$ cat src/logic/bpu_pkg.sv
`default_nettype none

package bpu_pkg;

    // ----------------------------------------
    // Table sizes
    // ----------------------------------------

    // BTB index from group address bits [10:3]
    localparam int BTB_IDX_W   = 8;
    localparam int BTB_ENTRIES = 1 << BTB_IDX_W;

    // Folded tag width
    localparam int TAG_W       = 15;

    // Direction counters indexed by bits [12:3]
    localparam int PHT_IDX_W   = 10;
    localparam int PHT_ENTRIES = 1 << PHT_IDX_W;
    // Weakly not taken
    localparam logic [1:0] PHT_INIT = 2'b01;

    // Return stack, power of two for pointer wrap
    localparam int RAS_DEPTH   = 8;
    localparam int RAS_PTR_W   = $clog2(RAS_DEPTH);
    localparam int RAS_CNT_W   = $clog2(RAS_DEPTH + 1);

    // ----------------------------------------
    // Types
    // ----------------------------------------

    // Word address, byte offset dropped
    typedef logic [31:2] pc_t;

    // Branch kind, BR_COND doubles as the miss type
    typedef enum logic [1:0] {
        BR_COND   = 2'd0,
        BR_JUMP   = 2'd1,
        BR_CALL   = 2'd2,
        BR_RETURN = 2'd3
    } br_type_e;

    // Fetch group lookup
    typedef struct packed {
        logic      valid;
        pc_t       pc;
    } pred_req_t;

    // Prediction answer, one cycle after the request
    typedef struct packed {
        logic      valid;
        logic      hit;
        logic      fsc;
        br_type_e  br_type;
        logic      taken;
        pc_t       target;
    } pred_rsp_t;

    // Training from the back end, pc is the branch itself
    typedef struct packed {
        logic      valid;
        pc_t       pc;
        pc_t       target;
        br_type_e  br_type;
        logic      taken;
    } bpu_upd_t;

    // BTB payload, valid bit lives in flops
    typedef struct packed {
        logic              fsc;
        logic [TAG_W-1:0]  tag;
        pc_t               bta;
        br_type_e          br_type;
    } btb_entry_t;

    localparam int BTB_ENTRY_W = $bits(btb_entry_t);

    // Fold upper address bits onto the index region
    function automatic logic [TAG_W-1:0] bpu_tag(pc_t pc);
        return pc[31:17] ^ pc[17:3];
    endfunction

endpackage

`default_nettype wire

$ cat src/logic/bpu_bimodal.sv
`default_nettype none
`timescale 1ns/1ns

module bpu_bimodal (
    input  logic               clk,
    input  logic               rst_n,
    input  bpu_pkg::pc_t       rd_pc_i,
    input  bpu_pkg::bpu_upd_t  upd_i,
    output logic               taken_o
);

    import bpu_pkg::*;

    // Two-bit counters, MSB is the direction
    logic [1:0] cnt_q [PHT_ENTRIES];

    logic [PHT_IDX_W-1:0] rd_idx;
    logic [PHT_IDX_W-1:0] wr_idx;
    logic                 wr_en;
    logic [1:0]           cnt_cur;
    logic [1:0]           cnt_nxt;
    logic                 taken_q;

    assign rd_idx = rd_pc_i[PHT_IDX_W+2:3];
    assign wr_idx = upd_i.pc[PHT_IDX_W+2:3];

    // Conditional branches only
    assign wr_en = upd_i.valid && (upd_i.br_type == BR_COND);

    // ----------------------------------------
    // Saturating next value
    // ----------------------------------------

    always_comb begin
        cnt_cur = cnt_q[wr_idx];
        cnt_nxt = cnt_cur;
        // Hold at 11 and 00
        if (upd_i.taken && (cnt_cur != 2'b11)) begin
            cnt_nxt = cnt_cur + 2'd1;
        end else if (!upd_i.taken && (cnt_cur != 2'b00)) begin
            cnt_nxt = cnt_cur - 2'd1;
        end
    end

    // ----------------------------------------
    // Counter table
    // ----------------------------------------

    // All entries back to weakly not taken
    always_ff @(posedge clk) begin
        if (!rst_n) begin
            for (int i = 0; i < PHT_ENTRIES; i++) begin
                cnt_q[i] <= PHT_INIT;
            end
        end else if (wr_en) begin
            cnt_q[wr_idx] <= cnt_nxt;
        end
    end

    // Registered lookup, sees pre-update contents
    always_ff @(posedge clk) begin
        taken_q <= cnt_q[rd_idx][1];
    end

    assign taken_o = taken_q;

endmodule

`default_nettype wire

$ cat config.mk
export PLATFORM = sky130hd
export DESIGN_NAME = bpu_bimodal
export DESIGN_NICKNAME = d
export VERILOG_FILES = /design/src/logic/bpu_pkg.sv /design/src/logic/bpu_bimodal.sv
export SDC_FILE = /design/constraint.sdc
export NUM_CORES = 2
export LEC_CHECK = 0
export ABC_CLOCK_PERIOD_IN_PS = 14800
export BUFFER_PORTS_ARGS = -buffer_cell sky130_fd_sc_hd__clkbuf_2
export CELL_PAD_IN_SITES_DETAIL_PLACEMENT = 1
export CELL_PAD_IN_SITES_GLOBAL_PLACEMENT = 1
export CORE_UTILIZATION = 30
export DETAILED_ROUTE_END_ITERATION = 10
export GPL_ROUTABILITY_DRIVEN = 0
export PLACE_DENSITY_LB_ADDON = 0.08
export SLEW_MARGIN = 20
export SYNTH_ARGS = -nofsm -noshare
export SYNTH_HDL_FRONTEND = slang
export SYNTH_SLANG_ARGS = --single-unit
$ cat constraint.sdc
create_clock -name clk -period 14.8 [get_ports clk]
set_input_delay 2.96 -clock clk [delete_from_list [all_inputs] [get_ports clk]]
set_output_delay 2.96 -clock clk [all_outputs]
set_load 0.05 [all_outputs]
==> reports/summary.txt <==
Die H: 597 um
Worst setup SP type: input port
Most common library cells after synthesis: edfxtp_1, nand3_1, nor3_1, o21ai_0, clkbuf_1
CTS Hold Bufs: 0
Mapped Cells: 8772
Final setup fails: 0
Post-CTS setup buffer count: 0
Crit path time final: 10300 ps
Reg area: 61500 um2
XOR/XNOR Fraction of Synth Area: 0.0153%
Port Buffers: 26
RSZ-0062 raised after global routing: no
Via count: 84299
Mux cell area share after synthesis: 16.0%
FF+latch count, synth: 2049
Synth Flop Type: edfxtp_1
Max incr delay on CP: 670 ps
VDD IR-drop max: 0.128 mV
Post-synth top area cell: edfxtp_1
Clock-pin slew on the worst setup and hold paths: 60 ps
Fin crit share: 69.6%
Dpl hpwl: 332000 um
Post-Synth Simple-Gate Area: 12.5%
Synth Area in Compound Gates: 8.38%
Final wirelength: 573000 um
DR vias/cell: 6.43
Critical Path AT: 10920 ps
Max Freq: 97.1 MHz
Post-synth top area share: 57.9%
Worst hold path class: register to register
Max Cap Viol: 0
Crit end category: register
Largest family of logic cells by synthesized area: multiplexers
Initial antenna violation count: 80
Initial Util: 30.1%
Fin. max-slew vios: 0
Slew @ Worst Pin: 1250 ps
Setup Skew: 41.2 ps
Nets: 8261
Final hold vios: 0
Crit path top cell by count: buf_4
Synth async-reset ratio: 0%
Hold path start: cnt_q[731][1]
Antenna Nets Post-Route: 0
Die width: 597 um
Clk buf depth: 4
PostCTS Resize Cnt: 0
Power per cell area: 127 nW/um2
Post-Syn Area per Cell: 12.1 um2
Die Area: 356000 um2
I/O pin count: 97
Crit path launch: upd_i[36]
Tot GR Track Use: 31.4%
CP required: 15420 ps
CP Cell Sequence: clkbuf_2, buf_4, nand4b_1, buf_4, buf_4, o22ai_1, nor4_1, nand2_1, mux4_2, a2111oi_2, o211ai_2, ha_1, mux2_2, a21oi_4, buf_12, buf_4, nor3_1
Largest cells by area after synthesis: edfxtp_1, mux4_2, mux2i_1, nand3_1, nor3_1
Area of the multi-input gates: 40200 um2
Worst path slowest cell: buf_12
Num CTS Buffers: 264
Layout cells sized above 1: 15.2%
Clk root buf: clkbuf_16
Syn-to-layout area delta: 11.8%
Row count: 218
Overall power: 15.0 mW
Filler cells: 37398
Failing checks: design-rule violations
Synth cell types: 61
Adder-Cell Fraction of Synth Area: 0.0236%
Clock Latency Late Sink: 940 ps
Crit path kind: input port to register
CTS tree: done
EDFF count, synth: 2048
CP max FO: 150
Global route overflow: 0
Seq/Total Area, Yosys: 57.9%
Global-route wire length before repair: 763000 um
DRC violations left: 3
TritonRoute pass-1 iters: 9
Clock sink count: 2049
Status: finished with violations
Core Area: 352000 um2
RR Startpoint: cnt_q[659][0]
Final TNS setup: 0 ps
Ys Warns: 0
Mapped Area: 106000 um2
LEAKAGE: 35.0 nW
Slew HR: 16.9%
Most instantiated library cell after synthesis: edfxtp_1
Synth Net Count: 8870
Initial DRC Count: 11392
Vias in the first global route: 82717
Max H-tree Level: 5
Largest net degree at the start of global routing: 183
Routed wire per std cell: 43.7 um
==> layer usage <==
metal | wire, um | part of all wire (%) | track usage (%) | vias up
li1 | - | - | - | 33037
met1 | 232000 | 40 | 42.0 | 45493
met2 | 262000 | 46 | 49.6 | 4723
met3 | 49300 | 8.6 | 5.63 | 1028
met4 | 30100 | 5.3 | 14.3 | 18
met5 | 108 | 0.019 | 0 | -
==> through the flow <==
stage          hold slack (ps)  util [%]  area [um2]  std cells  setup WS, ps
2_1_floorplan             1120         -      106000       8772          7980
3_3_place_gp              1450      31.4      111000      12626          3880
3_5_place_dp              1420      31.4      111000      12627          3820
4_1_cts                   1420      33.7      119000      13089          4840
5_1_grt                   1600      33.7      119000      13091          4550
6_report                  1410      33.7      119000      13107          4500
==> final timing paths <==
| kind | to | slack, ps | cells past startpoint |
|---|---|---|---|
| max | cnt_q[991][1] | 4500 | 17 |
| min | taken_o | 1410 | 7 |
| max reg2reg | cnt_q[991][1] | 8540 | 13 |
| min reg2reg | taken_o | 1410 | 7 |
==> flip-flops by register name, summed over array words and instances (netlist names) <==
| name | flops |
|---|---|
| taken_o | 1 |
| cnt_q | 2048 |
==> kinds of logic after synthesis <==
family | after synthesis
compound gates | 1576
xor+xnor | 1
fa+ha+maj | 2
buf+inv | 1242
flops | 2049
mux | 1212
simple gates | 2690
==> critical path: cells and delay by family <==
| family | cells | cell delay (ps) |
|---|---|---|
| AOI/OAI and AO/OA | 4 | 1590 |
| adders and majority gates | 1 | 280 |
| muxes | 2 | 1000 |
| and+or+nand+nor | 4 | 1220 |
| buffers and inverters | 6 | 3510 |
==> where the power goes <==
part	total, mW	switching [mW]	leakage [nW]	internal (mW)
sequential	6.55	0.0627	17.9	6.49
clock	6.27	2.76	3.86	3.51
combinational	2.23	1.80	13.2	0.434
total	15.0	4.62	35.0	10.4
==> final cells by class <==
type / instances / share of cell area, %
well taps: 4730 / 4.99
clock inverters: 116 / 0.708
inverters: 5 / 0.0158
repair buffers: 362 / 2.59
multi-input cells: 5481 / 33.8
clock buffers: 346 / 5.99
diodes: 18 / 0.0379
flip-flops and latches: 2049 / 51.8
==> cell usage in the layout (no fill, tap or decap), types with 20 or more instances in the layout <==
master,instances
clkinv_1,61
nand4_1,20
a22o_1,20
nor2_1,130
a21oi_1,28
a211oi_1,20
nor2_4,25
nand2_1,172
mux2i_1,812
nor2_2,30
buf_4,309
edfxtp_1,2048
a22oi_1,77
o22ai_1,372
clkbuf_1,73
mux4_2,391
buf_12,28
nor3_1,1003
nand2_2,24
nor3_2,22
nor4_1,68
clkbuf_16,273
nand3_1,1063
o21ai_0,998
nand2_4,37
clkinv_2,29
nand2b_1,24
No activity file was read; power rests on OpenSTA's default activity.
