## config.mk

```make
export PLATFORM = sky130hd
export DESIGN_NAME = bpu_ras
export DESIGN_NICKNAME = d
export VERILOG_FILES = /design/src/logic/bpu_pkg.sv /design/src/logic/bpu_ras.sv
export SDC_FILE = /design/constraint.sdc
export NUM_CORES = 1
export LEC_CHECK = 0
export ABC_AREA = 0
export BUFFER_PORTS_ARGS = -buffer_cell sky130_fd_sc_hd__buf_2
export CAP_MARGIN = 40
export CORE_MARGIN = 2
export CORE_UTILIZATION = 60
export CTS_CLUSTER_DIAMETER = 200
export DETAILED_ROUTE_END_ITERATION = 8
export GPL_ROUTABILITY_DRIVEN = 0
export PLACE_DENSITY = 0.79
export SKIP_LAST_GASP = 1
export SYNTH_ARGS = -nofsm -noshare
export SYNTH_HDL_FRONTEND = slang
export SYNTH_SLANG_ARGS = --single-unit
```

## constraint.sdc

```tcl
create_clock -name clk -period 4.6 [get_ports clk]
set_input_delay 0.92 -clock clk [delete_from_list [all_inputs] [get_ports clk]]
set_output_delay 0.92 -clock clk [all_outputs]
set_load 0.02 [all_outputs]
```

## src/logic/bpu_pkg.sv

```systemverilog
`default_nettype none

package bpu_pkg;

    // ----------------------------------------
    // Table sizes
    // ----------------------------------------

    // BTB index from group address bits [10:3]
    localparam int BTB_IDX_W   = 8;
    localparam int BTB_ENTRIES = 1 << BTB_IDX_W;

    // Folded tag width
    localparam int TAG_W       = 15;

    // Direction counters indexed by bits [12:3]
    localparam int PHT_IDX_W   = 10;
    localparam int PHT_ENTRIES = 1 << PHT_IDX_W;
    // Weakly not taken
    localparam logic [1:0] PHT_INIT = 2'b01;

    // Return stack, power of two for pointer wrap
    localparam int RAS_DEPTH   = 8;
    localparam int RAS_PTR_W   = $clog2(RAS_DEPTH);
    localparam int RAS_CNT_W   = $clog2(RAS_DEPTH + 1);

    // ----------------------------------------
    // Types
    // ----------------------------------------

    // Word address, byte offset dropped
    typedef logic [31:2] pc_t;

    // Branch kind, BR_COND doubles as the miss type
    typedef enum logic [1:0] {
        BR_COND   = 2'd0,
        BR_JUMP   = 2'd1,
        BR_CALL   = 2'd2,
        BR_RETURN = 2'd3
    } br_type_e;

    // Fetch group lookup
    typedef struct packed {
        logic      valid;
        pc_t       pc;
    } pred_req_t;

    // Prediction answer, one cycle after the request
    typedef struct packed {
        logic      valid;
        logic      hit;
        logic      fsc;
        br_type_e  br_type;
        logic      taken;
        pc_t       target;
    } pred_rsp_t;

    // Training from the back end, pc is the branch itself
    typedef struct packed {
        logic      valid;
        pc_t       pc;
        pc_t       target;
        br_type_e  br_type;
        logic      taken;
    } bpu_upd_t;

    // BTB payload, valid bit lives in flops
    typedef struct packed {
        logic              fsc;
        logic [TAG_W-1:0]  tag;
        pc_t               bta;
        br_type_e          br_type;
    } btb_entry_t;

    localparam int BTB_ENTRY_W = $bits(btb_entry_t);

    // Fold upper address bits onto the index region
    function automatic logic [TAG_W-1:0] bpu_tag(pc_t pc);
        return pc[31:17] ^ pc[17:3];
    endfunction

endpackage

`default_nettype wire

```

## src/logic/bpu_ras.sv

```systemverilog
`default_nettype none
`timescale 1ns/1ns

module bpu_ras (
    input  logic          clk,
    input  logic          rst_n,
    input  logic          push_i,
    input  bpu_pkg::pc_t  push_addr_i,
    input  logic          pop_i,
    output logic          empty_o,
    output bpu_pkg::pc_t  top_o
);

    import bpu_pkg::*;

    // Return addresses, no reset on contents
    pc_t stack_q [RAS_DEPTH];

    // Slot of the current top
    logic [RAS_PTR_W-1:0] top_q;
    logic [RAS_PTR_W-1:0] top_inc;
    logic [RAS_PTR_W-1:0] top_dec;

    // Live entries, saturates at RAS_DEPTH
    logic [RAS_CNT_W-1:0] cnt_q;
    logic                 full;
    logic                 empty;

    assign top_inc = top_q + 1'b1;
    assign top_dec = top_q - 1'b1;

    assign full  = (cnt_q == RAS_CNT_W'(RAS_DEPTH));
    assign empty = (cnt_q == '0);

    // ----------------------------------------
    // Pointer and count
    // ----------------------------------------

    // Push wins if both are raised
    // Pop on empty is dropped
    always_ff @(posedge clk) begin
        if (!rst_n) begin
            top_q <= '0;
            cnt_q <= '0;
        end else if (push_i) begin
            top_q <= top_inc;
            // Full stack drops its oldest entry
            if (!full) begin
                cnt_q <= cnt_q + 1'b1;
            end
        end else if (pop_i && !empty) begin
            top_q <= top_dec;
            cnt_q <= cnt_q - 1'b1;
        end
    end

    // ----------------------------------------
    // Storage
    // ----------------------------------------

    // Wrapped pointer lands on the oldest slot when full
    always_ff @(posedge clk) begin
        if (push_i) begin
            stack_q[top_inc] <= push_addr_i;
        end
    end

    assign empty_o = empty;
    // Combinational top
    assign top_o   = stack_q[top_q];

endmodule

`default_nettype wire

```

==> run summary <==
* run status: finished, final reports clean
* highest achievable clock rate: 0.287 GHz
* all-layer global routing usage: 21.3%
* type of the worst setup path: reg -> out
* worst path bufs/invs: 2
* ranking of synthesized cells by instance count: sky130_fd_sc_hd__edfxtp_1, sky130_fd_sc_hd__mux4_2, sky130_fd_sc_hd__mux2_2
* DR pass1 iterations: 4
* clock latency reported for the late side of the worst-skew pair: 510 ps
* net switching power of the design: 1.56 mW
* number of max-slew violations in the final report: 0
* CTS HTree Levels: 1
* number of clock buffers inserted by TritonCTS: 25
* FF-to-FF path depth: 5
* synthesized netlist cell count: 413
* number of global-route vias before repair: 4642
* proportion of total power due to net switching: 25.6%
* Yosys top cell by area: sky130_fd_sc_hd__edfxtp_1
* required time reported for the critical path endpoint: 3680 ps
* reg2reg end: stack_q[5][6]
* slowest stage delay, CP: 650 ps
* hold_buf cts: 0
* worst slew slack as a fraction of its limit: 40.7%
* setup clock skew after layout: 7.31 ps
* area enclosed by the die boundary: 17100 um2
* number of buffers inserted by port buffering: 64
* VDD IR max: 304 uV
* RSZ-0062 raised after global routing: no
* leading register cell type out of synthesis: sky130_fd_sc_hd__edfxtp_1
* FF-to-FF setup slack: 1930 ps
* post-synthesis adder-cell area fraction: 0.729%
* pin count of the biggest net entering global routing: 39
* share of synthesized area spent on multiplexers: 17.9%
* post-synthesis sequential area ratio: 77.0%
* mapped cell area: 9620 um2
* Ys Warns: 0
* post-layout instance count excluding filler cells: 738
* largest family of logic cells by synthesized area: multiplexers
* Die Y-Extent: 131 um
* GRT overflow: 0
* power density over the cells: 545 nW/um2
* largest delay contributor family on the critical path: multiplexers
* critical path, cell by cell: buf_12 -> mux4_2 -> mux2_2 -> buf_2
* # placed instances: 692
* worst-path cell with the longest stage delay: sky130_fd_sc_hd__dfxtp_4
* number of cells on the critical path: 4
* share of the core filled with cells: 70.9%
* number of antenna violations at the first check in global routing: 2
* number of cells upsized or downsized after cts: 0
* Leak: 3.67 nW
* Internal Dissipation: 4.54 mW
* Seq pwr share: 47.2%
* clock slew seen by the registers of the worst setup and hold paths: 60 ps
* antenna viol nets, final: 0
* setup fix buffers added after clock tree synthesis: 0
* library cells used by synthesis: 31
* power share of the combinational group: 19.0%
* dominant cell by count in the synthesized netlist: sky130_fd_sc_hd__edfxtp_1
* wire length per cell: 23.6 um
* floorplan die width: 131 um
* layout cell share with drive strength beyond 1: 42.2%
* root buffer selected by CTS: sky130_fd_sc_hd__clkbuf_16
* Area contributors post-synth: sky130_fd_sc_hd__edfxtp_1, sky130_fd_sc_hd__mux4_2, sky130_fd_sc_hd__mux2_2
* initial cell density of the core: 61.0%
* Arrival @ worst endpoint: 2570 ps
* setup-violating endpoint count in the final report: 0
* flops & latches, synth: 250
* Filler cells: 954
* count of final hold-check violations: 0
* CP Launch Type: flip-flop
* EDFF count, synth: 240
* fraction of the mapped netlist area in simple logic gates: 1.52%
* TritonCTS clock tree: done
* type of the tightest min-delay check: reg -> reg
* fraction of power consumed by the clock network: 33.8%
* NumNets Final: 542
* P&R area growth vs syn: 16.3%
* routed wire length: 17.4 mm
* hold path startpoint: cnt_q[1]
* compound-cell area share of the yosys netlist: 0.989%
* worst-case clock buffer depth: 3
* Synth Net Count: 452
* number of remaining DRC errors: 0
* capture point of the critical path: top_o[28]
* Yosys top cell area share: 74.9%
* First DRT Iteration DRCs: 302
* Critical Path Fanout Max: 38
* Synth Area in XOR/XNOR: 0.546%
* core box area: 15800 um2
* synthesized area per cell: 23.3 um2
* I/O pins: 65
* count of maximum capacitance violations: 0
* fraction of synthesis flops using an asynchronous set or reset pin: 0%
* Site Rows: 46
* Min Clock Period, post-route: 3490 ps
* detailed-route via count: 4338
* Least-Margin Pin Slew: 885 ps
* final period utilization: 75.9%
* vias per cell: 5.88
* Sink Count: 250
* Critical Path End Type: output pin
* wire length of the first global-routing pass: 26.4 mm
* FF-to-FF Start: top_q[0]
* setup TNS after final layout: 0 ps
* half-perimeter wire length after placement: 10.2 mm
[power by group through the flow]
stage,Combinational [mW],Clock [mW],Sequential [mW]
floorplan,0.864,0,2.84
global placement,1.11,0,2.93
finish,1.16,2.06,2.88
global route,1.25,2.18,2.90
detailed placement,1.18,0,2.93
CTS,1.18,2.10,2.88
[registers in the layout, summed over array words and instances, names as in the netlist, named ones only]
name	flops
top_q	3
stack_q	240
cnt_q	4
[worst reg2reg max path, cell delays in order (launching register included)]
cell	delay [ps]
sky130_fd_sc_hd__dfxtp_1	510
sky130_fd_sc_hd__inv_1	190
sky130_fd_sc_hd__ha_1	380
sky130_fd_sc_hd__nand2b_1	260
sky130_fd_sc_hd__nor3_2	710
sky130_fd_sc_hd__buf_12	290
[worst min-delay path by stage]
stage,cells past startpoint,endpoint,slack [ps]
5_1_grt,1,stack_q[0][6],670
4_1_cts,2,cnt_q[1],640
3_5_place_dp,2,top_q[1],640
6_report,2,cnt_q[1],630
2_1_floorplan,2,flip-flop,570
3_3_place_gp,2,top_q[1],600
[per-layer routing]
layer	up-vias	GRT usage (%)	wire length, um
li1	1922	-	-
met1	2238	29.6	6900
met2	150	35.6	9020
met3	28	3.54	1130
met4	0	6.45	364
met5	-	0	0
[cell families after synthesis]
family          after synthesis
xor+xnor                      6
flops                       250
mux                          93
simple gates                 27
buf+inv                      21
compound gates               11
fa+ha+maj                     5
[metrics by stage]
stage | total power, mW | area (um2) | hold slack (ps) | setup WS [ps]
2_1_floorplan | 3.71 | 9620 | 571 | 856
3_3_place_gp | 4.04 | 10300 | 600 | 1620
3_5_place_dp | 4.10 | 10300 | 639 | 1600
4_1_cts | 6.16 | 11200 | 642 | 1060
5_1_grt | 6.33 | 11200 | 667 | 973
6_report | 6.10 | 11200 | 634 | 1110
[cell type report]
class                   count  area [um2]  area share [%]
inverters                   3        11.3           0.101
clock buffers              26         629            5.63
flip-flops and latches    250        7410            66.3
repair buffers             81         513            4.59
well taps                 216         270            2.42
diodes                      1        2.50          0.0224
multi-input cells         142        2130            19.0
clock inverters            19         214            1.91
[cells in the final DEF (no fill, tap or decap), drive strengths merged]
cell	instances
a21boi	2
a21o	1
a21oi	3
a22oi	1
a31oi	1
and2	2
and3b	2
buf	81
bufinv	5
clkbuf	26
clkinv	12
clkinvlp	2
dfxtp	10
diode	1
edfxtp	240
fa	1
ha	4
inv	3
mux2	31
mux2i	2
mux4	60
nand2	3
nand2b	2
nand3	2
nor2	4
nor2b	3
nor3	8
nor4	1
o21ai	1
o221a	1
o41ai	1
xnor2	3
xor2	3
(Power assumes the default switching activity.)
